[src/mmu_pkg.sv]
`default_nettype none

package mmu_pkg;

   // Register and memory geometry
   localparam int DATA_WIDTH = 64;
   localparam int BYTE_WIDTH = 8;
   localparam int HWORD_WIDTH = 16;
   localparam int WORD_WIDTH = 32;
   localparam int BYTES_PER_WORD = DATA_WIDTH / BYTE_WIDTH;
   localparam int LEN_WIDTH = $clog2(BYTES_PER_WORD) + 1;

   localparam int MEM_BYTES = 256;
   localparam int MEM_ADDR_WIDTH = 8;

   // Boot image
   localparam int BOOT_ROM_ELS = 32;
   localparam int BOOT_ROM_WIDTH = 64;
   localparam int BOOT_ADDR_WIDTH = 5;
   localparam int BOOT_LANES = BOOT_ROM_WIDTH / BYTE_WIDTH;
   localparam int ROM_MUL = 29;
   localparam int ROM_ADD = 17;

   // Pipeline and miss emulation timing
   localparam int HIT_LATENCY = 3;
   localparam int HIT_STAGES = HIT_LATENCY - 1;
   localparam int MISS_PERIOD = 4;
   localparam int MISS_CNT_WIDTH = $clog2(MISS_PERIOD);
   localparam int MISS_LATENCY = 8;
   localparam int WIN_CNT_WIDTH = $clog2(MISS_LATENCY);

   localparam int OP_WIDTH = 4;

   // Codes 7 and 12..15 are invalid
   typedef enum logic [OP_WIDTH-1:0] {
      e_lb  = 4'd0,
      e_lh  = 4'd1,
      e_lw  = 4'd2,
      e_ld  = 4'd3,
      e_lbu = 4'd4,
      e_lhu = 4'd5,
      e_lwu = 4'd6,
      e_sb  = 4'd8,
      e_sh  = 4'd9,
      e_sw  = 4'd10,
      e_sd  = 4'd11
   } mmu_op_e;

   // Lane 0 is the least significant byte
   typedef union packed {
      logic [DATA_WIDTH-1:0] dword;
      logic [BYTES_PER_WORD-1:0][BYTE_WIDTH-1:0] lanes;
   } mmu_word_u;

endpackage

`default_nettype wire

[src/boot_loader.sv]
`timescale 1ns/1ps
`default_nettype none

module boot_loader (
   input  wire logic                                clk_i,
   input  wire logic                                reset_i,
   output logic      [mmu_pkg::BOOT_ADDR_WIDTH-1:0] boot_addr_o,
   output logic                                     boot_we_o,
   output logic                                     boot_done_o
);
   import mmu_pkg::*;

   logic [BOOT_ADDR_WIDTH-1:0] el_cnt;
   logic done_r;
   logic last_el;

   assign last_el = (el_cnt == BOOT_ADDR_WIDTH'(BOOT_ROM_ELS - 1));

   // One element per cycle until the whole image is in RAM
   always_ff @(posedge clk_i) begin
      if (reset_i) begin
         el_cnt <= '0;
         done_r <= 1'b0;
      end else if (!done_r) begin
         el_cnt <= el_cnt + 1'b1;
         if (last_el) begin
            done_r <= 1'b1;
         end
      end
   end

   assign boot_addr_o = el_cnt;
   assign boot_we_o = ~done_r;
   assign boot_done_o = done_r;

endmodule

`default_nettype wire

[config.mk]
export PLATFORM = sky130hd
export DESIGN_NAME = boot_loader
export DESIGN_NICKNAME = d
export VERILOG_FILES = /design/src/mmu_pkg.sv /design/src/boot_loader.sv
export SDC_FILE = /design/constraint.sdc
export NUM_CORES = 1
export LEC_CHECK = 0
export BUFFER_PORTS_ARGS = -buffer_cell sky130_fd_sc_hd__buf_4
export CORE_AREA = 2 2 39 41
export CTS_BUF_LIST = sky130_fd_sc_hd__clkbuf_16
export DETAILED_ROUTE_END_ITERATION = 6
export DIE_AREA = 0 0 41 43
export GPL_TIMING_DRIVEN = 0
export PLACE_DENSITY_LB_ADDON = 0.3
export SLEW_MARGIN = 0
export SYNTH_ARGS = -nofsm -noshare
export SYNTH_HDL_FRONTEND = slang
export SYNTH_SLANG_ARGS = --single-unit
[constraint.sdc]
create_clock -name clk_i -period 3.9 [get_ports clk_i]
set_input_delay 0.78 -clock clk_i [delete_from_list [all_inputs] [get_ports clk_i]]
set_output_delay 0.78 -clock clk_i [all_outputs]
set_load 0.01 [all_outputs]
### After elaboration in Yosys (flattened, before gate mapping)

Cells that the tools add are included.

| storage, ports and cells | value |
|---|---|
| output and inout bits | 7 |
| bits in registers | 6 |
| logic and storage cells | 7 |
| input bits | 2 |

| operators by class | value |
|---|---|
| bitwise operators | 1 |
| mux-type cells | 2 |
| $add $sub $neg | 1 |
| eq/ne operators | 1 |

Operator list:

| operator | number |
|---|---|
| $add A5 B1 Y5 const B | 1 |
| $eq A5 B5 Y1 const B | 1 |
| $mux W1 | 2 |
| $not A1 Y1 | 1 |

### Depth between registers and ports, before layout

| depth | value |
|---|---|
| depth in word-level cells | 3 |
| gate-level depth with buffers | 5 |

### Worst setup path before layout

OpenSTA, ideal clock, no wires.

| path | value |
|---|---|
| kind | reg2out |
| start | register done_r (netlist: boot_done_o) |
| end | output port boot_we_o |
| arrival | 0.576 ns |
| slack | 2.544 ns |
| path buffers | 1 |
| cell stages (with the launch flop) | 3 |
| data required time | 3.120 ns |
| cells stage by stage | dfxtp_1 -> buf_6 -> inv_1 |

| between the ends | value |
|---|---|
| word-level cells in the longest chain between the ends | 1 |

Ends and longest elaborated chain:

| what | line | RTL |
|---|---|---|
| start: declaration | boot_loader.sv:14 | `logic done_r;` |
| start signal: assignment | boot_loader.sv:23 | `done_r <= 1'b0;` |
| start signal: assignment | boot_loader.sv:27 | `done_r <= 1'b1;` |
| $not A1 Y1 | boot_loader.sv:33 | `assign boot_we_o = ~done_r;` |
| end: declaration | boot_loader.sv:8 | `output logic boot_we_o,` |

Every way passes these cells.

### Worst setup path after layout

Ends and elaborated chain as after synthesis.

==> flow_metrics.env <==
export IMPL_multi_input_area_um2=136
export IMPL_nets=42
export IMPL_start_util=0.196
export IMPL_r2r_end="boot_addr_o[4]"
export IMPL_grt_pass1_vias=174
export IMPL_numClockSinks=6
export IMPL_synth_warnings=0
export IMPL_hold_viol=0
export IMPL_core_area_um2=1380
export IMPL_root_buffer="clkbuf_16"
export IMPL_syn_area_um2=272
export IMPL_fin_crit_sh=0.422
export IMPL_max_cap_violations=0
export IMPL_rrSetupSlack_ns=2.60
export IMPL_finalSetupViolCount=0
export IMPL_syn_inst=25
export IMPL_antenna_left=0
export IMPL_synth_top_area_cell="dfxtp_1"
export IMPL_worst_ir_drop_vdd_uv=229
export IMPL_ioPinCount=9
export IMPL_vias=201
export IMPL_total_power_uw=250
export IMPL_cts_buffers=3
export IMPL_leakage_uw=0.000227
export IMPL_slew_limit_headroom=0.858
export IMPL_post_place_ws_ns=2.48
export IMPL_fillers=146
export IMPL_synthTopCellsByArea="dfxtp_1, nor2_1, ha_1, nand4b_4, mux2i_1"
export IMPL_grt_overflow=0
export IMPL_period_needed_ns=1.65
export IMPL_cp_startpoint="boot_done_o"
export IMPL_worst_setup_path_end_kind="primary output"
export IMPL_ys_types=11
export IMPL_die_area_um2=1760
export IMPL_drive_above_1_share=0.389
export IMPL_start_kind="flip-flop"
export IMPL_place_inst=49
export IMPL_drcViolationCount=0
export IMPL_cp_cell_sequence="buf_6, inv_1, buf_4"
export IMPL_status="finished, final reports clean"
export IMPL_ff2ff_path_depth=5
export IMPL_synthDominantCellAreaShare=0.442
export IMPL_firstDrtPassIters=1
export IMPL_clockBufferDepth=2
export IMPL_num_rows=14
export IMPL_stdcell_count=52
export IMPL_worst_path_max_fanout=7
export IMPL_gp_congestion=0.571
export IMPL_synthesis_nets=29
export IMPL_path_class="reg2out"
export IMPL_dr_first_iter_drc_count=0
export IMPL_synth_area_per_cell_um2=10.9
export IMPL_grt_max_degree=8
export IMPL_fin_skew_ns=0.00154
export IMPL_antenna_diode_count=0
export IMPL_rsz0062_at_grt="false"
export IMPL_insertion_delay_ns=0.23
export IMPL_cp_arrival_ns=0.87
export IMPL_holdBufCountCts=0
export IMPL_critPathRequiredTime_ns=3.12
export IMPL_hold_class="reg2reg"
export IMPL_path_clk_slew_ns=0.03
export IMPL_portBuffers=8
export IMPL_vias_per_cell=3.87
export IMPL_cp_slowest_cell="dfxtp_1"
export IMPL_die_width_um=41
export IMPL_dp_hpwl_um=331
export IMPL_r2r_start="boot_addr_o[0]"
export IMPL_routed_wirelength_um=462
export IMPL_grt_antenna_before_repair=0
export IMPL_setup_ws_ns=2.25
export IMPL_tightest_slew_ns=0.213
export IMPL_cts_tree="done"
export IMPL_fin_tns_setup_ns=0
export IMPL_drv_slew=0
export IMPL_track_usage=0.0674
export IMPL_whs_ns=0.540
export IMPL_syn_to_final_growth_pct=57.1
export IMPL_synth_seq_cells=6
export IMPL_ctsResizeCount=0
export IMPL_grt_first_pass_wirelength_um=703
export IMPL_critPathCapture="boot_we_o"
export IMPL_cpPeakStageDelay_ns=0.33
export IMPL_seq_area_um2=120
export IMPL_ys_seq_area_frac=0.442
export IMPL_die_height_um=43
export IMPL_power_per_cell_area_nw_per_um2=585
export IMPL_ctsHtreeMaxLevel=1
export IMPL_wl_per_cell_um=8.88
export IMPL_timing_fmax_mhz=607
export IMPL_cts_setup_buffers=0
[how the worst min path moves through the flow]
stage / slack (ns) / endpoint / cells past startpoint / start
6_report: 0.54 / boot_addr_o[3] / 2 / boot_addr_o[3]
5_1_grt: 0.56 / boot_addr_o[4] / 2 / boot_addr_o[4]
4_1_cts: 0.54 / boot_addr_o[4] / 2 / boot_addr_o[4]
3_5_place_dp: 0.53 / boot_addr_o[4] / 2 / boot_addr_o[4]
3_3_place_gp: 0.52 / boot_addr_o[4] / 2 / boot_addr_o[4]
2_1_floorplan: 0.55 / boot_addr_o[4] / 2 / boot_addr_o[4]
[Yosys cell counts]
master and number:
and3_1 1, nor2b_2 1, ha_1 2, inv_1 1
nor2_1 7, xnor2_1 1, dfxtp_1 6, buf_6 1
xor2_1 2, nand4b_4 1, mux2i_1 2
[state kept, by name, summed over array words and instances, names as in the netlist]
| signal | flops |
|---|---|
| boot_addr_o | 5 |
| boot_done_o | 1 |
[where the power goes]
group	switching, µW	total [µW]	internal (µW)
combinational	5.53	12.7	7.14
clock	36.4	168	132
sequential	4.33	68.9	64.6
[worst max-delay path, delay by kind of cell, from the launching register on]
| family | cells | cell delay (ns) |
|---|---|---|
| flip-flops | 1 | 0.33 |
| buffers and inverters | 3 | 0.31 |
[routing by layer]
layer  wire (µm)  GRT usage  up-vias  share of wire
li1            -          -      104              -
met5           0          0        -              0
met1         209     0.0680       85           0.45
met4          16     0.0600        0          0.035
met3          69     0.0628        2           0.15
met2         167     0.0781       10           0.36
[layout by cell type (no fill, tap or decap)]
cell,synthesis,routed
and3_1,1,1
buf_4,0,8
buf_6,1,1
clkbuf_16,0,3
dfxtp_1,6,6
ha_1,2,2
inv_1,1,1
mux2i_1,2,2
nand4b_4,1,1
nor2_1,7,7
nor2b_2,1,1
xnor2_1,1,1
xor2_1,2,2
[cells by family (layout without fill, tap and decap cells)]
logic type,count (synthesis),in the layout,share of synthesized area
DFF,6,6,0.442
xor gates and xnor gates,3,3,0.0968
buffers and inverters,2,13,0.0553
and+or+nand+nor,10,10,0.240
muxes,2,2,0.0737
adders and majority gates,2,2,0.0922
[area by class of cell]
cell class	instances	area share
Timing Repair Buffer	8	0.141
Clock buffer	3	0.176
Buffer	1	0.0264
Multi-Input combinational cell	17	0.320
Sequential cell	6	0.282
Tap cell	16	0.0469
Inverter	1	0.00880
[per-stage QoR]
stage          cell area, µm²  utilization
6_report                  427        0.308
5_1_grt                   427        0.308
4_1_cts                   427        0.308
3_5_place_dp              352        0.254
3_3_place_gp              352        0.254
2_1_floorplan             272            -
Power figures use the tool's default switching activity.
