[config.mk]
export PLATFORM = sky130hd
export DESIGN_NAME = mmu_miss_timer_flat
export DESIGN_NICKNAME = d
export VERILOG_FILES = /design/src/mmu_pkg.sv /design/src/mmu_cmd_if.sv /design/src/mmu_miss_timer.sv /design/src/flat_wrapper.sv
export SDC_FILE = /design/constraint.sdc
export NUM_CORES = 1
export LEC_CHECK = 0
export BUFFER_PORTS_ARGS = -buffer_cell sky130_fd_sc_hd__buf_2
export CORE_MARGIN = 2
export CORE_UTILIZATION = 18
export CTS_BUF_LIST = sky130_fd_sc_hd__clkbuf_8
export DETAILED_ROUTE_END_ITERATION = 10
export PLACE_DENSITY = 0.86
export SYNTH_ARGS = -nofsm -noshare
export SYNTH_HDL_FRONTEND = slang
export SYNTH_SLANG_ARGS = --single-unit
[constraint.sdc]
create_clock -name clk_i -period 1.45 [get_ports clk_i]
set_input_delay 0.0725 -clock clk_i [delete_from_list [all_inputs] [get_ports clk_i]]
set_output_delay 0.0725 -clock clk_i [all_outputs]
set_load 0.01 [all_outputs]
[src/mmu_pkg.sv]
`default_nettype none

package mmu_pkg;

   // Register and memory geometry
   localparam int DATA_WIDTH = 64;
   localparam int BYTE_WIDTH = 8;
   localparam int HWORD_WIDTH = 16;
   localparam int WORD_WIDTH = 32;
   localparam int BYTES_PER_WORD = DATA_WIDTH / BYTE_WIDTH;
   localparam int LEN_WIDTH = $clog2(BYTES_PER_WORD) + 1;

   localparam int MEM_BYTES = 256;
   localparam int MEM_ADDR_WIDTH = 8;

   // Boot image
   localparam int BOOT_ROM_ELS = 32;
   localparam int BOOT_ROM_WIDTH = 64;
   localparam int BOOT_ADDR_WIDTH = 5;
   localparam int BOOT_LANES = BOOT_ROM_WIDTH / BYTE_WIDTH;
   localparam int ROM_MUL = 29;
   localparam int ROM_ADD = 17;

   // Pipeline and miss emulation timing
   localparam int HIT_LATENCY = 3;
   localparam int HIT_STAGES = HIT_LATENCY - 1;
   localparam int MISS_PERIOD = 4;
   localparam int MISS_CNT_WIDTH = $clog2(MISS_PERIOD);
   localparam int MISS_LATENCY = 8;
   localparam int WIN_CNT_WIDTH = $clog2(MISS_LATENCY);

   localparam int OP_WIDTH = 4;

   // Codes 7 and 12..15 are invalid
   typedef enum logic [OP_WIDTH-1:0] {
      e_lb  = 4'd0,
      e_lh  = 4'd1,
      e_lw  = 4'd2,
      e_ld  = 4'd3,
      e_lbu = 4'd4,
      e_lhu = 4'd5,
      e_lwu = 4'd6,
      e_sb  = 4'd8,
      e_sh  = 4'd9,
      e_sw  = 4'd10,
      e_sd  = 4'd11
   } mmu_op_e;

   // Lane 0 is the least significant byte
   typedef union packed {
      logic [DATA_WIDTH-1:0] dword;
      logic [BYTES_PER_WORD-1:0][BYTE_WIDTH-1:0] lanes;
   } mmu_word_u;

endpackage

`default_nettype wire

[src/mmu_cmd_if.sv]
`timescale 1ns/1ps
`default_nettype none

interface mmu_cmd_if;
   import mmu_pkg::*;

   logic valid;
   mmu_op_e op;
   logic [MEM_ADDR_WIDTH-1:0] addr;
   logic [DATA_WIDTH-1:0] data;

   modport source (
      output valid,
      output op,
      output addr,
      output data
   );

   modport sink (
      input valid,
      input op,
      input addr,
      input data
   );

endinterface

`default_nettype wire

[src/mmu_miss_timer.sv]
`timescale 1ns/1ps
`default_nettype none

module mmu_miss_timer (
   input  wire logic clk_i,
   input  wire logic reset_i,
   input  wire logic boot_done_i,
   mmu_cmd_if.sink   cmd,
   output logic      miss_o,
   output logic      cmd_rdy_o
);
   import mmu_pkg::*;

   logic [MISS_CNT_WIDTH-1:0] resp_cnt;
   logic [WIN_CNT_WIDTH-1:0] win_cnt;
   logic win_active;
   logic counted;
   logic period_hit;

   assign win_active = (win_cnt != '0);

   // Responses inside a stall window are not counted
   assign counted = cmd.valid & ~win_active;
   assign period_hit = counted & (resp_cnt == MISS_CNT_WIDTH'(MISS_PERIOD - 1));

   assign miss_o = period_hit | (cmd.valid & win_active);
   assign cmd_rdy_o = boot_done_i & ~win_active;

   always_ff @(posedge clk_i) begin
      if (reset_i) begin
         resp_cnt <= '0;
         win_cnt <= '0;
      end else if (period_hit) begin
         // Window covers the next MISS_LATENCY-1 cycles
         resp_cnt <= '0;
         win_cnt <= WIN_CNT_WIDTH'(MISS_LATENCY - 1);
      end else begin
         if (counted) begin
            resp_cnt <= resp_cnt + 1'b1;
         end
         if (win_active) begin
            win_cnt <= win_cnt - 1'b1;
         end
      end
   end

endmodule

`default_nettype wire

[src/flat_wrapper.sv]
// flat-port wrapper written by rule: the top's interface ports become plain ports
module mmu_miss_timer_flat import mmu_pkg::*;
  (clk_i, reset_i, boot_done_i, miss_o, cmd_rdy_o, cmd_valid, cmd_op, cmd_addr, cmd_data);
  mmu_cmd_if cmd_i ();
  input  wire logic clk_i;
  input  wire logic reset_i;
  input  wire logic boot_done_i;
  output logic miss_o;
  output logic cmd_rdy_o;
  input wire logic [$bits(cmd_i.valid)-1:0] cmd_valid;
  input wire logic [$bits(cmd_i.op)-1:0] cmd_op;
  input wire logic [$bits(cmd_i.addr)-1:0] cmd_addr;
  input wire logic [$bits(cmd_i.data)-1:0] cmd_data;
  assign cmd_i.valid = cmd_valid;
  assign cmd_i.op = cmd_op;
  assign cmd_i.addr = cmd_addr;
  assign cmd_i.data = cmd_data;
  mmu_miss_timer u_core (.clk_i(clk_i), .reset_i(reset_i), .boot_done_i(boot_done_i), .cmd(cmd_i), .miss_o(miss_o), .cmd_rdy_o(cmd_rdy_o));
endmodule
======== After elaboration in Yosys (flattened, before gate mapping) ========
Cells that the tools add are included.
storage, ports and cells
  register bits after elaboration ......... 5
  bits in latches ......................... 0
  bits in writable memories ............... 0
  memory bits (read-only) ................. 0
  output and inout port bits .............. 2
  word-level logic and storage cells ...... 16
  memories ................................ 0
operators by class
  $add $sub $neg .......................... 2
  multiply operators ...................... 0
  div/mod/pow operators ................... 0
  magnitude comparators ................... 0
  equal/unequal tests ..................... 1
  shift operators ......................... 0
  mux-type cells .......................... 2
  bitwise gates (word level) .............. 6
  reduce and logical (&&, ||, !) cells .... 3
operators with widths
  operator                                           number
  2-to-1 mux 3 bit                                   2
  bitwise AND 1 bit                                  4
  nonzero test 3 bit                                 1
  subtractor 3 x 1 -> 3 bit (second input constant)  1
  adder 2 x 1 -> 2 bit (second input constant)       1
  == test 2 bit (second input constant)              1
  nonzero test 2 bit                                 1
  OR reduction 2 bit                                 1
  NOT 1 bit                                          1
  bitwise OR 1 bit                                   1

======== Longest topological paths before layout ========
  depth after elaboration ................. 5
  gate-level depth with buffers ........... 5

======== Least setup slack after synthesis ========
Ideal clock, no wire load.
  kind .................................... register to register
  start point ............................. register u_core.win_cnt[0]
  end point ............................... register u_core.resp_cnt[1]
  library setup time ...................... 0.070 ns
  arrival ................................. 1.145 ns
  slack ................................... 0.235 ns
  cell stages (with the launch flop) ...... 6
  buffers on the path ..................... 0
  period minus slack after synthesis ...... 1.215 ns
  cells stage by stage .................... dfxtp_1 inv_1 ha_1 nand3b_1 or3b_1 a21oi_1
between the ends
  word-level cells in the longest chain between the ends .. 5
RTL lines
  element                       RTL line              text
  start: declaration            mmu_miss_timer.sv:15  logic [WIN_CNT_WIDTH-1:0] win_cnt;
  start signal: assignment      mmu_miss_timer.sv:36  win_cnt <= WIN_CNT_WIDTH'(MISS_LATENCY - 1);
  start signal: assignment      mmu_miss_timer.sv:42  win_cnt <= win_cnt - 1'b1;
  nonzero test 3 bit *          mmu_miss_timer.sv:20  assign win_active = (win_cnt != '0);
  NOT 1 bit *                   mmu_miss_timer.sv:23  assign counted = cmd.valid & ~win_active;
  bitwise AND 1 bit *           mmu_miss_timer.sv:23
  bitwise AND 1 bit             mmu_miss_timer.sv:24  assign period_hit = counted & (resp_cnt == MISS_CNT_WIDTH'(MISS_PERIOD - 1));
  OR reduction 2 bit (no line)  --
  end signal: assignment        mmu_miss_timer.sv:39  resp_cnt <= resp_cnt + 1'b1;
  end: declaration              mmu_miss_timer.sv:14  logic [MISS_CNT_WIDTH-1:0] resp_cnt;
Mark *: on every way between the ends. The rest lies on a longest branch, timed or not.
A chain may end at the register's enable or synchronous reset.

======== Final worst setup path ========
  start point ............................. register u_core.win_cnt[0]
  end point ............................... output port miss_o
between the ends
  word-level cells in the longest chain between the ends .. 5
  elaborated cells between the ends (all ways) .. 6
  classes of those cells .................. bitwise: 5; reduce/logical: 1
RTL lines
  element               RTL line              text
  nonzero test 3 bit *  mmu_miss_timer.sv:20
  NOT 1 bit             mmu_miss_timer.sv:23
  bitwise AND 1 bit     mmu_miss_timer.sv:23
  bitwise AND 1 bit     mmu_miss_timer.sv:24
  bitwise OR 1 bit *    mmu_miss_timer.sv:26  assign miss_o = period_hit | (cmd.valid & win_active);
  end: declaration      flat_wrapper.sv:8     output logic miss_o;
Marks and branches as above.

==> run metrics <==
outcome complete, no violations; max-slew violations 0; Routed wire per std cell 9.00 um; total gr overflow 0; count of input and output buffers 5; Crit. End Element output pin; first-pass GRT wire length 786 um; yosys warns 0; critical path peak fanout 5; Sink Count 5; register area share after synthesis 37.9%; Iter 0 DRT Violations 0; Max VDD drop 0.000727 V; Syn Area/Cell 8.80 um^2; pre-CTS setup slack 121 ps; Die Wd 42.3 um; Fillers 151; Final Skew 2.93 ps; HP Class primary input to register; DR vias/cell 4.35; Setup crit start kind register; Initial Utilization 19.8%; Cell Chain, Critical Path inv_1 -> ha_2 -> nand2b_1 -> o21a_1 -> buf_2; power density over the cells 2230 nW/um^2; R2R depth 5; cell family with most CP delay flip-flops; Nets 123; vias in the first global route 183; Pleak 0.163 nW; Slew @ Worst Pin 216 ps; Crit Path Category register to output pin; Distinct cells, synth 15; setup TNS 0 ps; Slowest-stage cell, CP dfxtp_1; final RePlAce weighted congestion 0.620; max cap viols 0; hold path depth 2; relative slew slack 85.6%; fmax 748 MHz; hold buffer count at CTS 0; CTS tree yes; Worst-path clk slew 40 ps; final critical-path setup slack 113 ps; Critical Path RT 1380 ps; commonest non-fill, non-tap cells in the layout inv_1 (5), buf_2 (5), dfxtp_1 (5); Placement Rows 13; Setup crit start u_core.win_cnt[0]$_SDFFE_PP0P_; worst skew pair latency 220 ps; Stages on worst setup path 5; Net Count, Synth 113; global-route usage over all layers 6.10%; post-CTS setup buffers 0; Max clock buf depth 2; final hold vios 0; Reg-to-Reg Start u_core.win_cnt[0]$_SDFFE_PP0P_; final wirelength 486 um; post-CTS resize count 0; fin crit period 1340 ps; post-DP HPWL 363 um; die area 1790 um^2; DRC errors left 0; Setup Viol. Count Final 0; DRT Pass-1 Iters 1; I/O Pins 82; Final period util 92.2%; n_diodes 0; Routed Antenna Nets 0; CTS root buf clkbuf_8; synthesized flop and latch total 5; Post-Syn Area 264 um^2; TritonCTS buffer count 3; antenna violations before repair 0; core area 1330 um^2; Worst path max stage delay 310 ps; Die Span Y 42.3 um; Area Growth Syn to Fin 34.6%; Worst Path Arrival 1260 ps; post-synthesis instance total 30; largest net degree at the start of global routing 7; via count 235; hold path startpoint reset_i; H-tree depth 1; worst path bufs/invs 2; share of layout cells above drive strength 1 23.1%
per-stage QoR:
stage	total power [mW]	cell area [um^2]	util, %	hold WS (ps)	cells
2_1_floorplan	0.468	264	-	142	30
6_report	0.791	355	26.6	86.0	54
3_5_place_dp	0.542	308	23.1	315	50
5_1_grt	0.870	355	26.6	86.3	54
3_3_place_gp	0.532	308	23.1	301	50
4_1_cts	0.798	353	26.5	86.0	54
synthesized netlist by cell type:
cell      n  area [um^2]
a211oi_1  2         15.0
a21o_1    1         7.51
a21oi_1   4         20.0
a221oi_1  1         8.76
dfxtp_1   5          100
ha_1      3         37.5
inv_1     4         15.0
nand2_1   2         7.51
nand2b_1  1         6.26
nand3_1   1         5.00
nand3b_1  1         7.51
nor2_1    1         3.75
o21a_1    2         15.0
or3_1     1         6.26
or3b_1    1         8.76
sequential cells by signal, summed over array words and instances (netlist names):
register and flops:
u_core.win_cnt 3, u_core.resp_cnt 2
path summary, 6_finish.rpt:
| path | to | slack (ps) |
|---|---|---|
| worst max-delay path | miss_o | 110 |
| worst min-delay path | u_core.resp_cnt[0]$_SDFFE_PP0P_ | 90 |
| worst max register to register | u_core.resp_cnt[1]$_SDFFE_PP0P_ | 130 |
| worst min register to register | u_core.resp_cnt[1]$_SDFFE_PP0P_ | 450 |
area by class of cell:
class	count	area (um^2)	area share (%)
clock buffers	3	41.3	11.6
clock inverters	1	3.75	1.06
inverters	4	15.0	4.23
multi-input cells	21	151	42.6
flip-flops and latches	5	100	28.2
well taps	15	18.8	5.28
repair buffers	5	25.0	7.04
cells by family (layout without fill, tap and decap cells):
| logic type | count (synthesis) | in the layout | synth area share, % |
|---|---|---|---|
| and+or+nand+nor | 8 | 8 | 17.1 |
| AOI/OAI and AO/OA | 10 | 10 | 25.1 |
| adders and majority gates | 3 | 3 | 14.2 |
| DFF | 5 | 5 | 37.9 |
| buffers and inverters | 4 | 13 | 5.69 |
power breakdown:
part	switching, mW	leakage, nW	internal [mW]	total (mW)
Sequential	0.0336	0.0413	0.194	0.227
Combinational	0.162	0.0946	0.150	0.313
Clock	0.0698	0.0269	0.182	0.251
Total	0.266	0.163	0.526	0.791
per-layer routing:
metal / track usage (%) / wire length [um]
met2: 8.00 / 207
met3: 3.02 / 29
met5: 0 / 0
met1: 7.03 / 235
met4: 5.63 / 13
No activity file was read; power rests on OpenSTA's default activity.
