==> src/mmu_pkg.sv <==
`default_nettype none

package mmu_pkg;

   // Register and memory geometry
   localparam int DATA_WIDTH = 64;
   localparam int BYTE_WIDTH = 8;
   localparam int HWORD_WIDTH = 16;
   localparam int WORD_WIDTH = 32;
   localparam int BYTES_PER_WORD = DATA_WIDTH / BYTE_WIDTH;
   localparam int LEN_WIDTH = $clog2(BYTES_PER_WORD) + 1;

   localparam int MEM_BYTES = 256;
   localparam int MEM_ADDR_WIDTH = 8;

   // Boot image
   localparam int BOOT_ROM_ELS = 32;
   localparam int BOOT_ROM_WIDTH = 64;
   localparam int BOOT_ADDR_WIDTH = 5;
   localparam int BOOT_LANES = BOOT_ROM_WIDTH / BYTE_WIDTH;
   localparam int ROM_MUL = 29;
   localparam int ROM_ADD = 17;

   // Pipeline and miss emulation timing
   localparam int HIT_LATENCY = 3;
   localparam int HIT_STAGES = HIT_LATENCY - 1;
   localparam int MISS_PERIOD = 4;
   localparam int MISS_CNT_WIDTH = $clog2(MISS_PERIOD);
   localparam int MISS_LATENCY = 8;
   localparam int WIN_CNT_WIDTH = $clog2(MISS_LATENCY);

   localparam int OP_WIDTH = 4;

   // Codes 7 and 12..15 are invalid
   typedef enum logic [OP_WIDTH-1:0] {
      e_lb  = 4'd0,
      e_lh  = 4'd1,
      e_lw  = 4'd2,
      e_ld  = 4'd3,
      e_lbu = 4'd4,
      e_lhu = 4'd5,
      e_lwu = 4'd6,
      e_sb  = 4'd8,
      e_sh  = 4'd9,
      e_sw  = 4'd10,
      e_sd  = 4'd11
   } mmu_op_e;

   // Lane 0 is the least significant byte
   typedef union packed {
      logic [DATA_WIDTH-1:0] dword;
      logic [BYTES_PER_WORD-1:0][BYTE_WIDTH-1:0] lanes;
   } mmu_word_u;

endpackage

`default_nettype wire

==> src/mmu_cmd_if.sv <==
`timescale 1ns/1ps
`default_nettype none

interface mmu_cmd_if;
   import mmu_pkg::*;

   logic valid;
   mmu_op_e op;
   logic [MEM_ADDR_WIDTH-1:0] addr;
   logic [DATA_WIDTH-1:0] data;

   modport source (
      output valid,
      output op,
      output addr,
      output data
   );

   modport sink (
      input valid,
      input op,
      input addr,
      input data
   );

endinterface

`default_nettype wire

==> src/mmu_hit_pipe.sv <==
`timescale 1ns/1ps
`default_nettype none

module mmu_hit_pipe (
   input  wire logic                               clk_i,
   input  wire logic                               reset_i,
   input  wire logic                               cmd_v_i,
   input  mmu_pkg::mmu_op_e                        cmd_op_i,
   input  wire logic [mmu_pkg::MEM_ADDR_WIDTH-1:0] cmd_addr_i,
   input  wire logic [mmu_pkg::DATA_WIDTH-1:0]     cmd_data_i,
   input  wire logic                               cmd_rdy_i,
   input  wire logic                               flush_i,
   mmu_cmd_if.source                               out
);
   import mmu_pkg::*;

   logic [HIT_STAGES-1:0] v_r;
   logic [HIT_STAGES-1:0] psn_r;
   mmu_op_e op_r [HIT_STAGES];
   logic [MEM_ADDR_WIDTH-1:0] addr_r [HIT_STAGES];
   logic [DATA_WIDTH-1:0] data_r [HIT_STAGES];
   logic accept;

   assign accept = cmd_v_i & cmd_rdy_i;

   // Flush hits the entry entering stage 0 and the one leaving it
   always_ff @(posedge clk_i) begin
      if (reset_i) begin
         v_r <= '0;
         psn_r <= '0;
      end else begin
         v_r[0] <= accept;
         psn_r[0] <= flush_i;
         for (int i = 1; i < HIT_STAGES; i++) begin
            v_r[i] <= v_r[i-1];
            psn_r[i] <= psn_r[i-1] | (flush_i & (i == 1));
         end
      end
   end

   always_ff @(posedge clk_i) begin
      op_r[0] <= cmd_op_i;
      addr_r[0] <= cmd_addr_i;
      data_r[0] <= cmd_data_i;
      for (int i = 1; i < HIT_STAGES; i++) begin
         op_r[i] <= op_r[i-1];
         addr_r[i] <= addr_r[i-1];
         data_r[i] <= data_r[i-1];
      end
   end

   assign out.valid = v_r[HIT_STAGES-1] & ~psn_r[HIT_STAGES-1];
   assign out.op = op_r[HIT_STAGES-1];
   assign out.addr = addr_r[HIT_STAGES-1];
   assign out.data = data_r[HIT_STAGES-1];

endmodule

`default_nettype wire

==> src/flat_wrapper.sv <==
// flat-port wrapper written by rule: the top's interface ports become plain ports
module mmu_hit_pipe_flat import mmu_pkg::*;
  (clk_i, reset_i, cmd_v_i, cmd_op_i, cmd_addr_i, cmd_data_i, cmd_rdy_i, flush_i, out_valid, out_op, out_addr, out_data);
  mmu_cmd_if out_i ();
  input  wire logic clk_i;
  input  wire logic reset_i;
  input  wire logic cmd_v_i;
  input  mmu_pkg::mmu_op_e cmd_op_i;
  input  wire logic [mmu_pkg::MEM_ADDR_WIDTH-1:0] cmd_addr_i;
  input  wire logic [mmu_pkg::DATA_WIDTH-1:0] cmd_data_i;
  input  wire logic cmd_rdy_i;
  input  wire logic flush_i;
  output wire logic [$bits(out_i.valid)-1:0] out_valid;
  output wire logic [$bits(out_i.op)-1:0] out_op;
  output wire logic [$bits(out_i.addr)-1:0] out_addr;
  output wire logic [$bits(out_i.data)-1:0] out_data;
  assign out_valid = out_i.valid;
  assign out_op = out_i.op;
  assign out_addr = out_i.addr;
  assign out_data = out_i.data;
  mmu_hit_pipe u_core (.clk_i(clk_i), .reset_i(reset_i), .cmd_v_i(cmd_v_i), .cmd_op_i(cmd_op_i), .cmd_addr_i(cmd_addr_i), .cmd_data_i(cmd_data_i), .cmd_rdy_i(cmd_rdy_i), .flush_i(flush_i), .out(out_i));
endmodule
==> config.mk <==
export PLATFORM = sky130hd
export DESIGN_NAME = mmu_hit_pipe_flat
export DESIGN_NICKNAME = d
export VERILOG_FILES = /design/src/mmu_pkg.sv /design/src/mmu_cmd_if.sv /design/src/mmu_hit_pipe.sv /design/src/flat_wrapper.sv
export SDC_FILE = /design/constraint.sdc
export NUM_CORES = 1
export LEC_CHECK = 0
export ABC_CLOCK_PERIOD_IN_PS = 800
export BUFFER_PORTS_ARGS = -buffer_cell sky130_fd_sc_hd__clkbuf_2
export CORE_UTILIZATION = 40
export CTS_CLUSTER_DIAMETER = 60
export CTS_CLUSTER_SIZE = 14
export DETAILED_ROUTE_END_ITERATION = 8
export MAX_ROUTING_LAYER = met4
export PLACE_DENSITY = 0.75
export SYNTH_ARGS = -nofsm -noshare
export SYNTH_HDL_FRONTEND = slang
export SYNTH_SLANG_ARGS = --single-unit
==> constraint.sdc <==
create_clock -name clk_i -period 0.8 [get_ports clk_i]
set_input_delay 0.24 -clock clk_i [delete_from_list [all_inputs] [get_ports clk_i]]
set_output_delay 0.24 -clock clk_i [all_outputs]
set_load 0.05 [all_outputs]
Yosys cells after proc, flatten, opt, wreduce, memory -nomap -nowiden
Memory sizes are Yosys's and may differ from the RTL's.
Index checks and enable logic that the tools add are counted.
W data, S select, Z words.
{"block": "word_totals", "register_bits": 4, "ram_bits": 152, "inputBits": 81, "output_inout_bits": 77, "wordCells": 9, "n_memories": 3}
{"memory": "u_core.data_r", "depth": 2, "word_bits": 64, "rd": 2, "rd_clocked_by_memory_dff": 0, "write_ports": 2, "line_no": "mmu_hit_pipe.sv:21", "text": "logic [DATA_WIDTH-1:0] data_r [HIT_STAGES];"}
{"memory": "u_core.addr_r", "depth": 2, "word_bits": 8, "rd": 2, "rd_clocked_by_memory_dff": 0, "write_ports": 2, "line_no": "mmu_hit_pipe.sv:20", "text": "logic [MEM_ADDR_WIDTH-1:0] addr_r [HIT_STAGES];"}
{"memory": "u_core.op_r", "depth": 2, "word_bits": 4, "rd": 2, "rd_clocked_by_memory_dff": 0, "write_ports": 2, "line_no": "mmu_hit_pipe.sv:19", "text": "mmu_op_e op_r [HIT_STAGES];"}
{"block": "op_classes", "n_bitwise": 4}
{"operator": "$and A1 B1 Y1", "n": 2}
{"operator": "$not A1 Y1", "n": 1}
{"operator": "$or A1 B1 Y1", "n": 1}

Logic depth before layout (Yosys ltp)
{"block": "depth", "ltp_word": 2, "mapped_depth": 1, "mapped_depth_nobuf": 1}

Least setup slack after synthesis
No wires, ideal clock.
{"block": "synth_path", "path_kind": "register -> output", "start": "reg u_core.v_r[1]", "end": "out out_valid", "t_arrival_ns": 0.994, "t_required_ns": 0.560, "path_slack_ns": -0.434, "path_stages_with_launch": 2, "path_buffers": 0, "cell_sequence": "dfxtp_1 nor2b_1"}
{"block": "synth_via", "elab_chain_len": 1}
{"element": "start: declaration", "line_no": "mmu_hit_pipe.sv:17", "text": "logic [HIT_STAGES-1:0] v_r;"}
{"element": "start signal: indexed assignment", "line_no": "mmu_hit_pipe.sv:35", "text": "v_r[i] <= v_r[i-1];"}
{"element": "$and A1 B1 Y1", "line_no": "mmu_hit_pipe.sv:52", "text": "assign out.valid = v_r[HIT_STAGES-1] & ~psn_r[HIT_STAGES-1];"}
{"element": "end: declaration", "line_no": "flat_wrapper.sv:13", "text": "output wire logic [$bits(out_i.valid)-1:0] out_valid;"}
No other way between the ends.

Worst setup path after layout
Same ends and word-level chain as after synthesis.

==> results.yml <==
hold_path:
  hold_path_depth: 0
  hold_class: "reg2reg"
  holdPathEnd: "u_core.data_r[0][64]"
  min_from: "u_core.data_r[0][0]"
synthesis:
  synth-seq-cells: 156
  syn_area_mm2: 0.00373
  synth_fp_nets: 318
  yosysWarnings: 0
  ys_types: 5
  synth_top_area_share_pct: 83.7
  syn_inst: 237
  yosys.area.top_type: "dfxtp_1"
  synthTopCellsByArea: "dfxtp_1 84%, buf_4 15%, nor2b_1 0.50%, o21ba_1 0.27%, and3b_1 0.23%"
  avgSynthCellArea_um2: 15.7
  seq_area_frac_synth_pct: 83.7
floorplan:
  start_util_pct: 42.0
  dieArea_mm2: 0.00972
  die_w_um: 98.6
  core_mm2: 0.00889
  die_h_um: 98.6
  rows: 34
  ios: 158
pwr:
  power_frac_comb_pct: 10.6
  seqPwrFrac_pct: 44.7
  p_int_mw: 14.8
  p_total_mw: 18.9
  switchingPower_mw: 4.04
  swShare_pct: 21.4
  power_density_mw_per_mm2: 2830
  clkPwrFrac_pct: 44.6
  p_leak_nw: 3.01
  ir_drop_mv: 1.68
clock_tree:
  cts_made_buffers: 17
  cts.sinks: 156
  clk_latency_ns: 0.49
  clock_path_buffers: 2
  cts_tree: "done"
  clk_pin_slew_ns: 0.06
  clk_root_buffer_cell: "clkbuf_8"
  h-tree-depth: 4
routing:
  wl_mm: 8.08
  drcViolationCount: 0
  vias: 2059
  drtIter0Drc: 18
  drtAntennaViolNets: 0
  drt_first_pass_iters: 4
  avgViaCountPerCell: 3.84
  drt-wirelength-per-cell_um: 15.1
timing:
  hold_violations: 0
  worst_slack_ns: -0.552
  setup_viol_count_final: 77
  finClkSkew_ns: 0.00424
  hold_slack_ns: 0.321
  post-route-period-util_pct: 169
  slew_headroom_pct: 82.3
  tns_ns: -31.67
  worst_pin_slew_ns: 0.266
  fin_crit_ns: 1.35
  fmax_ghz: 0.739
  report.final.slew_viol_count: 0
  rsz0062_at_grt: "yes"
worst_setup_path:
  reg2reg_depth: 1
  regToRegSetupSlack_ns: 0.22
  critPathMaxStageDelay_ns: 0.31
  r2r_end: "u_core.psn_r[1]"
  critPathSlowestCell: "dfxtp_2"
  end_kind: "output port"
  path_class: "reg2out"
  cp_data_required_time_ns: 0.56
  r2r-start: "u_core.psn_r[0]"
  crit_fanout: 1
  cp-start-kind: "flip-flop"
  crit_chain: "nor2b_4, buf_8"
  worstPathArrival_ns: 1.11
placed_design:
  io_buffers: 157
  routabilityCongestion: 0.644
  hpwl_mm: 3.70
  dpl_cell_area_mm2: 0.00439
final_layout:
  antenna_cells: 0
  drive_gt1_share_pct: 61.7
  areaGrowthSynthToFinish_pct: 78.6
  final_cell_mix: "80 x dlygate4sd3_1, 80 x clkbuf_2, 79 x dfxtp_1"
  final_cell_area_mm2: 0.00666
  final_nets: 498
outcome:
  violations: "negative setup slack"
  outcome: "finished, violations left"
global_route:
  grt_antenna_before_repair: 0
  grt_pass1_vias: 2351
  grt_pass1_wl_mm: 11.6
  grt_max_degree: 17
  track_usage_pct: 17.3
  grt_remaining_overflow: 0
flow_run:
  maxCapViolCount: 0
worst max-delay path: cells and delay by family, from the launching register on:
kind | cells | cell delay (ns)
DFF | 1 | 0.31
and+or+nand+nor | 1 | 0.16
buffers and inverters | 1 | 0.16
layer usage:
layer	global-route usage [%]	wire [µm]	vias to the layer above
met2	34.3	4820	98
met4	6.08	121	0
met1	13.8	2600	934
met3	7.23	542	9
met5	-	0	-
li1	-	-	1018
worst max path at each step:
stage / start / endpoint / slack, ns / cells past startpoint
after floorplan: u_core.v_r[1] / out_valid / -0.04 / 1
after global routing: u_core.v_r[1] / out_valid / -0.60 / 2
after global placement: u_core.v_r[1] / out_valid / -0.11 / 2
final: u_core.v_r[1] / out_valid / -0.55 / 2
after detailed placement: u_core.psn_r[1] / out_valid / -0.12 / 2
after CTS: u_core.v_r[1] / out_valid / -0.58 / 2
kinds of logic after synthesis:
group / share of synthesized area (%)
AOI/OAI and AO/OA: 0.268
buffers and inverters: 15.3
DFF: 83.7
and+or+nand+nor: 0.738
stage by stage:
stage | std cells | worst slack, ns | utilization [%]
floorplan | 237 | -0.0367 | -
global placement | 426 | -0.113 | 49.4
detailed placement | 426 | -0.119 | 49.4
CTS | 536 | -0.578 | 74.2
global route | 536 | -0.603 | 74.9
finish | 536 | -0.552 | 74.9
Yosys cell counts:
cell type    n
and3b_1      1
buf_4       76
dfxtp_1    156
nor2b_1      3
o21ba_1      1
power by group through the flow:
stage          Sequential [mW]  Clock, mW  Combinational [mW]
6_report                  8.44       8.42                2.01
3_5_place_dp              8.49          0                1.30
5_1_grt                   8.48       8.99                2.07
4_1_cts                   8.39       8.57                1.93
2_1_floorplan             8.43          0                1.03
3_3_place_gp              8.47          0                1.28
repair_timing:
item | 4_1_cts | 5_1_grt
hold buffers | 80 | 0
gates resized for setup | 199 | 49
hold endpoints to repair | 80 | 0
endpoints found under the setup margin | 77 | 77
cloned | 0 | 0
buffers inserted | 0 | 0
state kept, by name, indices dropped and copies added (netlist names):
name,cells
u_core.data_r,128
u_core.psn_r,2
u_core.v_r,2
u_core.op_r,8
u_core.addr_r,16
cell type report:
class                   count  area, µm²
clock buffers              20        445
clock inverters            10        190
fillers                   522       2230
multi-input cells           5       45.0
flip-flops and latches    156       3220
well taps                 108        135
repair buffers            237       2630
Note: power is estimated with default switching activity, not from simulation.
