===== config.mk =====
export PLATFORM = sky130hd
export DESIGN_NAME = boot_rom
export DESIGN_NICKNAME = d
export VERILOG_FILES = /design/src/mmu_pkg.sv /design/src/boot_rom.sv
export SDC_FILE = /design/constraint.sdc
export NUM_CORES = 1
export LEC_CHECK = 0
export ABC_AREA = 1
export BUFFER_PORTS_ARGS = -buffer_cell sky130_fd_sc_hd__buf_2
export CORE_ASPECT_RATIO = 0.9
export CORE_MARGIN = 1.5
export CORE_UTILIZATION = 38
export DETAILED_ROUTE_END_ITERATION = 12
export PLACE_DENSITY = 0.78
export SLEW_MARGIN = 40
export SYNTH_ARGS = -nofsm -noshare
export SYNTH_HDL_FRONTEND = slang
export SYNTH_SLANG_ARGS = --single-unit

===== constraint.sdc =====
create_clock -name vclk -period 1.03
set_input_delay 0.1545 -clock vclk [all_inputs]
set_output_delay 0.1545 -clock vclk [all_outputs]
set_load 0.02 [all_outputs]

===== src/mmu_pkg.sv =====
`default_nettype none

package mmu_pkg;

   // Register and memory geometry
   localparam int DATA_WIDTH = 64;
   localparam int BYTE_WIDTH = 8;
   localparam int HWORD_WIDTH = 16;
   localparam int WORD_WIDTH = 32;
   localparam int BYTES_PER_WORD = DATA_WIDTH / BYTE_WIDTH;
   localparam int LEN_WIDTH = $clog2(BYTES_PER_WORD) + 1;

   localparam int MEM_BYTES = 256;
   localparam int MEM_ADDR_WIDTH = 8;

   // Boot image
   localparam int BOOT_ROM_ELS = 32;
   localparam int BOOT_ROM_WIDTH = 64;
   localparam int BOOT_ADDR_WIDTH = 5;
   localparam int BOOT_LANES = BOOT_ROM_WIDTH / BYTE_WIDTH;
   localparam int ROM_MUL = 29;
   localparam int ROM_ADD = 17;

   // Pipeline and miss emulation timing
   localparam int HIT_LATENCY = 3;
   localparam int HIT_STAGES = HIT_LATENCY - 1;
   localparam int MISS_PERIOD = 4;
   localparam int MISS_CNT_WIDTH = $clog2(MISS_PERIOD);
   localparam int MISS_LATENCY = 8;
   localparam int WIN_CNT_WIDTH = $clog2(MISS_LATENCY);

   localparam int OP_WIDTH = 4;

   // Codes 7 and 12..15 are invalid
   typedef enum logic [OP_WIDTH-1:0] {
      e_lb  = 4'd0,
      e_lh  = 4'd1,
      e_lw  = 4'd2,
      e_ld  = 4'd3,
      e_lbu = 4'd4,
      e_lhu = 4'd5,
      e_lwu = 4'd6,
      e_sb  = 4'd8,
      e_sh  = 4'd9,
      e_sw  = 4'd10,
      e_sd  = 4'd11
   } mmu_op_e;

   // Lane 0 is the least significant byte
   typedef union packed {
      logic [DATA_WIDTH-1:0] dword;
      logic [BYTES_PER_WORD-1:0][BYTE_WIDTH-1:0] lanes;
   } mmu_word_u;

endpackage

`default_nettype wire


===== src/boot_rom.sv =====
`timescale 1ns/1ps
`default_nettype none

module boot_rom (
   input  wire logic [mmu_pkg::BOOT_ADDR_WIDTH-1:0] boot_addr_i,
   output mmu_pkg::mmu_word_u                       boot_data_o
);
   import mmu_pkg::*;

   mmu_word_u rom [BOOT_ROM_ELS];

   // Byte k of element e is the low byte of (8e+k)*29+17
   function automatic mmu_word_u rom_element(int e);
      mmu_word_u w;
      for (int k = 0; k < BOOT_LANES; k++) begin
         w.lanes[k] = BYTE_WIDTH'((BOOT_LANES * e + k) * ROM_MUL + ROM_ADD);
      end
      return w;
   endfunction

   for (genvar e = 0; e < BOOT_ROM_ELS; e++) begin : g_rom
      assign rom[e] = rom_element(e);
   end

   assign boot_data_o = rom[boot_addr_i];

endmodule

`default_nettype wire


Word level (Yosys, flattened, before mapping)
Memories as Yosys holds them, arrays and structs flattened.
Index checks and enable logic that the tools add are counted.
{ "word_totals": {"romBits": 2048, "in_bits": 5, "elab_cells": 5, "n_memories": 1, "out_inout_bits": 64, "regBits": 0} }
{ "classes": {"n_bitwise": 1, "order_cmp": 1, "mux": 2} }
{ "memory_table": {"columns": ["name", "depth", "width", "read_ports", "rd_ports_with_merged_regs", "write_ports", "line", "text"], "rows": [
  ["(name not given)", 32, 64, 1, 0, 0, "boot_rom.sv:25", "assign boot_data_o = rom[boot_addr_i];"]
]} }
{ "op_table": {"columns": ["operator", "n"], "rows": [
  ["$mux 64", 2],
  ["$ge 6x6->1 const B", 1],
  ["$not 5->6", 1]
]} }

Longest topological paths before layout
Gate-level depths: netlist (run 1).
{ "logic_depth": {"ltp_word": 4, "ltp_mapped": 8} }

Worst setup path before layout (run 1)
No wires, ideal clock.
{ "synth_path": {"kind": "input to output", "from": "input port boot_addr_i[0] in the netlist's numbering", "to": "output port boot_data_o[38] in the netlist's numbering", "arrival_time_ps": 1360, "slack_ps": -484, "cell_stages": 5, "required_ps": 876, "path_cell_list": "inv_1 -> ha_1 -> inv_1 -> o21ai_1 -> xor2_1"} }
{ "synth_lines": {"columns": ["item", "line", "text"], "rows": [
  ["start, declared", "boot_rom.sv:5", "input wire logic [mmu_pkg::BOOT_ADDR_WIDTH-1:0] boot_addr_i,"],
  ["end, declared", "boot_rom.sv:6", "output mmu_pkg::mmu_word_u boot_data_o"]
]} }

==> results of run 1 <==
-- worst min-delay path by stage --
stage,slack [ns],cells after the start,from,endpoint
after CTS,0.68,3,boot_addr_i[1],boot_data_o[36]
final,0.70,3,boot_addr_i[0],boot_data_o[3]
after global routing,0.72,3,boot_addr_i[0],boot_data_o[35]
after detailed placement,0.74,3,boot_addr_i[1],boot_data_o[36]
after global placement,0.75,3,boot_addr_i[1],boot_data_o[36]
after floorplan,0.38,1,boot_addr_i[0],boot_data_o[45]
-- metrics by stage --
step	util, %	worst slack (ns)	hold slack (ns)	instance area (µm²)
after floorplan	-	-0.3670	0.3788	1225
after global placement	61.36	-0.3101	0.7491	1351
after detailed placement	61.36	-0.3261	0.7431	1351
after CTS	73.69	-0.2313	0.6805	1623
after global routing	80.63	-0.2845	0.7158	1775
final	80.63	-0.2506	0.6953	1775
-- timing repair --
item,CTS,global route
resized for setup,78,31
buffers inserted,2,3
pin swaps,17,10
setup endpoints to repair,28,27
-- routing by layer --
metal	global-route usage, %	wire [µm]	vias to the layer above
met5	0	0	-
met1	27.87	1182	515
met3	0.9202	147	4
met2	34.94	1658	43
met4	2.917	39	0
li1	-	-	534
-- layout by cell type, fill, tap and decap left out --
master,n
sky130_fd_sc_hd__buf_6,29
sky130_fd_sc_hd__conb_1,24
sky130_fd_sc_hd__xnor2_4,1
sky130_fd_sc_hd__o21ai_1,1
sky130_fd_sc_hd__xor2_2,2
sky130_fd_sc_hd__clkinvlp_4,1
sky130_fd_sc_hd__o21ai_4,2
sky130_fd_sc_hd__nand3_2,10
sky130_fd_sc_hd__nand3_1,12
sky130_fd_sc_hd__inv_1,4
sky130_fd_sc_hd__nand2_1,23
sky130_fd_sc_hd__buf_4,31
sky130_fd_sc_hd__o21ai_2,4
sky130_fd_sc_hd__inv_2,6
sky130_fd_sc_hd__buf_2,15
sky130_fd_sc_hd__nand2_8,2
sky130_fd_sc_hd__nor2_4,4
sky130_fd_sc_hd__nand2_2,16
sky130_fd_sc_hd__ha_4,6
sky130_fd_sc_hd__nand2_4,9
sky130_fd_sc_hd__a21oi_4,1
sky130_fd_sc_hd__inv_4,2
sky130_fd_sc_hd__inv_8,1
sky130_fd_sc_hd__buf_8,2
sky130_fd_sc_hd__xor2_4,3
sky130_fd_sc_hd__nor2_1,1
-- logic make-up after synthesis --
logic type | share of synthesized area, %
compound gates | 4.462
xor+xnor | 5.858
fa+ha+maj | 8.368
buf+inv | 43.24
other cells | 0.8371
simple gates | 37.24
-- power by group through the flow --
stage | combinational [mW] | clock (mW) | sequential, mW
2_1_floorplan | 0.751 | 0 | 0
3_3_place_gp | 0.882 | 0 | 0
3_5_place_dp | 0.893 | 0 | 0
4_1_cts | 1.09 | 0 | 0
5_1_grt | 1.27 | 0 | 0
6_report | 1.20 | 0 | 0
-- final cells by class --
class                      instances  area, µm²
multi-input combinational        121       1008
timing repair buffer              77      664.4
fill                             150      426.7
inverter                          14      68.82
tap                               27      33.78
-- tightest hold or removal path: stages --
cell and delay, ns:
sky130_fd_sc_hd__buf_8 0.08, sky130_fd_sc_hd__buf_4 0.14, sky130_fd_sc_hd__buf_2 0.16
==> results.md, run 1 <==
Logic synthesis:
- The synthesized design devotes to its leading area cell type 33.47% of total area.
- The cell count after synthesis is 158.
- Sequential cells were found to cover 0% of the synthesized design area.
- The number of synthesis warnings is 0.
- sky130_fd_sc_hd__buf_4 takes more of the synthesized area than any other cell.
- Among all cell types in the netlist, the one instantiated most often is sky130_fd_sc_hd__nand2_1.
- Counting distinct cell types in the post-synthesis netlist gives 18.
- Ranked by instance count, the synthesized netlist is headed by sky130_fd_sc_hd__nand2_1, sky130_fd_sc_hd__buf_4, sky130_fd_sc_hd__nand3_1.
- The cell area that synthesis handed to floorplanning was 897.1 µm².
- In this run the mean area of a mapped cell was 5.678 µm².
- Sorting the synthesized cells by area gives the leading types as sky130_fd_sc_hd__buf_4, sky130_fd_sc_hd__nand2_1, sky130_fd_sc_hd__nand3_1.

Timing:
- Setup violations remaining at the end of the flow were counted as 27.
- Across all setup checks in the final design, the least slack found is -0.2506 ns.
- For the finished layout, the period the worst path requires is 1.281 ns.
- Setup repair after global routing could not meet its margin everywhere.
- The setup total negative slack is -5.089 ns.
- The final period utilization is 124.3%.
- The number of slew-limit violations in the final report is 0.
- The highest clock rate is 780.9 MHz.
- The final hold violation count was 0.

Setup path:
- The total buffers and inverters traversed by the critical path is 4.
- The signal on the critical path passes through buf_8, clkinvlp_4, ha_4, inv_2, o21ai_4, xor2_2, buf_6.
- The data required time of the worst path is 0.88 ns.
- The type of origin of the critical path is an input pin.
- The largest single stage delay on the critical path is 0.30 ns.
- The largest delay contributor family on the critical path is buffers and inverters.
- The slowest stage of the critical path is the sky130_fd_sc_hd__ha_4 cell.
- The critical path in this run is classified as in2out.
- The worst setup path is captured at a primary output.
- The critical path runs through a total of 7 cells.
- The highest fanout seen on the critical path is 3.
- The launch point of the worst path is boot_addr_i[0].
- The last element of the critical path is boot_data_o[38].
- The signal arrival time at the worst endpoint is 1.13 ns.

Cells and area:
- The fraction of final layout cells sized beyond drive strength 1 is 69.34%.
- The design has 0 sequential cells.
- The area growth from synthesis to layout is 97.91%.
- The area of all sequential standard cells is 0 µm².
- The clock tree buffer count of the final layout is 0.
- The net total in the final layout is 225.
- For this run, the number of standard cells in the final layout without fillers is 239.
- The repair_antennas step left the layout with diodes totalling 0.

Pwr:
- The part of the power in registers is 0%.
- Combinational cells account for 100.0% of the total power.
- In this run the static leakage power is 0.9107 nW.
- The clock network power share is 0%.
- The power after layout is 1.198 mW.
- The internal power contribution is 515.2 µW.
- In this run the power density over the cells is 674.5 nW/µm².
- Summed over all nets, the switching power comes to 682.4 µW.
- The largest voltage drop on the vdd net is 0.4811 mV.
- The fraction of power spent switching nets is 56.98%.

Placement:
- The number of placed instances, taps included is 234.
- The placer's final routability congestion estimate is 0.8638.
- The total half-perimeter wirelength after legalization and detailed placement is 1.849 mm.
- The count of buffers added on input and output ports is 45.

Drt:
- The remaining number of nets flagged by the antenna check after routing is 0.
- The number of DRC markers in iteration 0 is 14.
- In the final routed layout, each cell accounts on average for 12.67 µm.
- The length of the first detailed-routing pass in iterations is 4.
- The routed layout has 1096 vias.
- For this block, the routed nets add up to 3.028 mm of wire.
- The vias per cell is 4.586.
- The post-route DRC violation count is 0.

Status:
- The run finished, with violations left.
- The checks that failed: setup timing.

Global routing:
- The initial antenna violation count is 0.
- The number of global-route vias before repair is 922.
- Entering global routing, the biggest net connects 14 pins.
- The wire length of the first global-routing pass is 4.202 mm.
- The total routing resource utilization after global routing is 20.28%.
- After global routing the overflow that remains totals 0.

Run:
- The tool flagged a number of max-cap violations equal to 0.

Floorplan:
- The I/O pin total is 69.
- The initial standard-cell utilization of the core is 40.74%.
- Measured along the x axis, the die boundary spans 54.22 µm.
- The area of the core region is 2202 µm².
- The floorplan step defined a die boundary enclosing 2662 µm².
- The die boundary height is 49.10 µm.
- The count of standard-cell rows is 16.

CTS:
- Hold repair after CTS inserted 0 buffers.

Min path:
- The type of the most critical hold path is in2out.
Power figures use the tool's default switching activity.
==> run 2, diff against run 1 <==
- CORE_UTILIZATION: 38 -> 39
- PLACE_DENSITY: 0.78 -> 0.77
- clock period: 1.03 -> 1.6 ns (I/O delays scaled with it)
==> run 2 against run 1 <==
The run now ends clean. Worst setup slack gained 0.33 ns. Critical path depth is the same. Largest cell class unchanged. Highest routed layer is now met3. Utilization shrank 36 points. Clock-buffer cell count is the same.
==> results.md, run 2 (synthesis results as in run 1) <==
Status:
- Result of the run: complete, no violations (was complete, but fails checks).

Floorplan:
- The I/O pin total came to 69 (unchanged).
- The area of the core region is 2182 µm² (was 2202 µm²).
- The count of standard-cell rows is 16 (unchanged).
- The die area is 2597 µm² (was 2662 µm²).
- The width of the die is 53.56 µm (was 54.22 µm).
- The initial standard-cell utilization of the core came to 41.11% (was 40.74%).
- The die boundary height is 48.50 µm (was 49.10 µm).

Cells and area:
- The area growth from synthesis to layout is 9.066% (was 97.91%).
- The final instance count without filler cells was 213 (was 239).
- Most frequent cells in the layout: sky130_fd_sc_hd__nand2_1, sky130_fd_sc_hd__buf_2, sky130_fd_sc_hd__conb_1, sky130_fd_sc_hd__nand3_1, sky130_fd_sc_hd__inv_1 (was sky130_fd_sc_hd__buf_4, sky130_fd_sc_hd__buf_6, sky130_fd_sc_hd__conb_1, sky130_fd_sc_hd__nand2_1, sky130_fd_sc_hd__nand2_2).
- The clock tree buffer count of the final layout is 0 (unchanged).
- The fraction of final layout cells sized beyond drive strength 1 is 34.41% (was 69.34%).
- The antenna diode instance count is 0 (unchanged).
- The number of flip-flops and latches is 0 (unchanged).
- The most common cell after layout, fill and taps aside is sky130_fd_sc_hd__nand2_1 (was sky130_fd_sc_hd__buf_4).
- The net total in the final layout is 199 (was 225).
- The area of all sequential standard cells came to 0 µm² (unchanged).

Global routing:
- The initial antenna violation count is 0 (unchanged).
- The overflow left after global routing is 0 (unchanged).
- The number of global-route vias before repair came to 657 (was 922).
- The maximum number of pins on one net before global-route repair came to 14 (unchanged).
- The wire length of the first global-routing pass is 2.725 mm (was 4.202 mm).
- The total routing resource utilization after global routing is 12.59% (was 20.28%).

Placement:
- The placer's final routability congestion estimate was 0.8882 (was 0.8638).
- The number of port buffers is 45 (unchanged).
- The total half-perimeter wirelength after legalization and detailed placement came to 1.501 mm (was 1.849 mm).
- The number of placed instances, taps included is 213 (was 234).

Setup path:
- The critical path start-end classification is in2out (unchanged).
- The type of origin of the critical path is an input pin (unchanged).
- The delay of the slowest cell on the worst path is 0.29 ns (was 0.30 ns).
- The signal arrival time at the worst endpoint is 1.28 ns (was 1.13 ns).
- The data required time of the worst path came to 1.36 ns (was 0.88 ns).
- The largest delay contributor family on the critical path is buffers and inverters (unchanged).
- Critical-path cell list: buf_2, clkinvlp_4, ha_4, inv_1, o21ai_2, xor2_2, buf_4 (was buf_8, clkinvlp_4, ha_4, inv_2, o21ai_4, xor2_2, buf_6).
- The total buffers and inverters traversed by the critical path came to 4 (unchanged).
- The cell with the biggest individual delay on the critical path is sky130_fd_sc_hd__ha_4 (unchanged).
- The critical path endpoint category is a primary output (unchanged).
- The highest fanout seen on the critical path is 6 (was 3).

Drt:
- The post-route DRC violation count is 0 (unchanged).
- The via count was 926 (was 1096).
- The length of the first detailed-routing pass in iterations is 4 (unchanged).
- The remaining number of nets flagged by the antenna check after routing is 0 (unchanged).
- The total length of routed wires is 1.792 mm (was 3.028 mm).
- The routed length per instance is 8.413 µm (was 12.67 µm).
- The vias per cell is 4.347 (was 4.586).
- The number of DRC markers in iteration 0 was 24 (was 14).

Pwr:
- The largest voltage drop on the vdd net came to 0.2136 mV (was 0.4811 mV).
- The static leakage is 0.6376 nW (was 0.9107 nW).
- The ratio of total power to cell area was 463.5 nW/µm² (was 674.5 nW/µm²).

Timing:
- The worst path needs 1.518 ns of the cycle, external delays included.
- The highest clock rate is 659.0 MHz.
- The worst path uses 94.85% of the clock period.
- The count of final setup violators is 0 (was 27).
- Setup repair after global routing missed its margin: false (was true).
- The final hold violation count is 0 (unchanged).
- The setup total negative slack came to 0 ns (was -5.089 ns).
- The number of slew-limit violations in the final report came to 0 (unchanged).

CTS:
- The number of buffers added for setup after CTS was 0 (was 2).

Run:
- The number of max-capacitance violations reported is 0 (unchanged).

Min path:
- The type of the most critical hold path is in2out (unchanged).
==> run 2: cell types whose count changed in the layout (fill, tap and decap cells not counted), moves of 9 or more <==
cell	previous run	this run
sky130_fd_sc_hd__nand2_4	9	0
sky130_fd_sc_hd__nand3_2	10	0
sky130_fd_sc_hd__nand2_2	16	4
sky130_fd_sc_hd__buf_6	29	0
sky130_fd_sc_hd__nand3_1	12	22
sky130_fd_sc_hd__nand2_1	23	46
sky130_fd_sc_hd__buf_2	15	44
sky130_fd_sc_hd__buf_4	31	7
==> run 2: report_power, final <==
part / switching [mW] / internal (mW) / total (mW) / leakage (nW)
Sequential: 0 / 0 / 0 / 0
Combinational: 0.318 / 0.136 / 0.454 / 0.638
Clock: 0 / 0 / 0 / 0
==> run 2: layout make-up <==
| type | count | area (µm²) |
|---|---|---|
| fillers | 254 | 1204 |
| multi-input cells | 121 | 615.6 |
| repair buffers | 51 | 272.8 |
| inverters | 14 | 56.30 |
| well taps | 27 | 33.78 |
==> run 2: what timing repair did <==
action	in CTS	in global routing
resized for setup	0	2
setup endpoints to repair	0	2
hold buffers	0	0
==> run 2: metrics by stage <==
stage | hold slack (ns) | worst slack [ns] | instance area, µm² | utilization [%] | total power, mW
final | 0.9081 | 0.08244 | 978.4 | 44.84 | 0.4535
after global placement | 0.8992 | 0.08689 | 975.9 | 44.72 | 0.4483
after detailed placement | 0.9067 | 0.07561 | 975.9 | 44.72 | 0.4509
after global routing | 0.9254 | 0.01056 | 978.4 | 44.84 | 0.4931
after floorplan | 0.5566 | 0.02957 | 1007 | - | 0.4082
after CTS | 0.9067 | 0.05669 | 975.9 | 44.72 | 0.4524
==> run 2: worst paths after layout <==
check           start         endpoint  slack, ns  depth (start not counted)
max    boot_addr_i[0]  boot_data_o[38]       0.08                          7
min    boot_addr_i[0]   boot_data_o[3]       0.91                          3
==> run 2: routing by layer <==
layer  track usage [%]  up-vias  part of all wire, %
li1                  -      481                    -
met3            0.3086        0                  9.1
met4                 0        0                    0
met5                 0        -                    0
met2             21.60       47                   47
met1             18.41      398                   43
==> run 2: worst min-delay path, cell delays in order <==
cell and delay (ns):
sky130_fd_sc_hd__buf_2 0.12, sky130_fd_sc_hd__buf_4 0.14, sky130_fd_sc_hd__buf_2 0.16
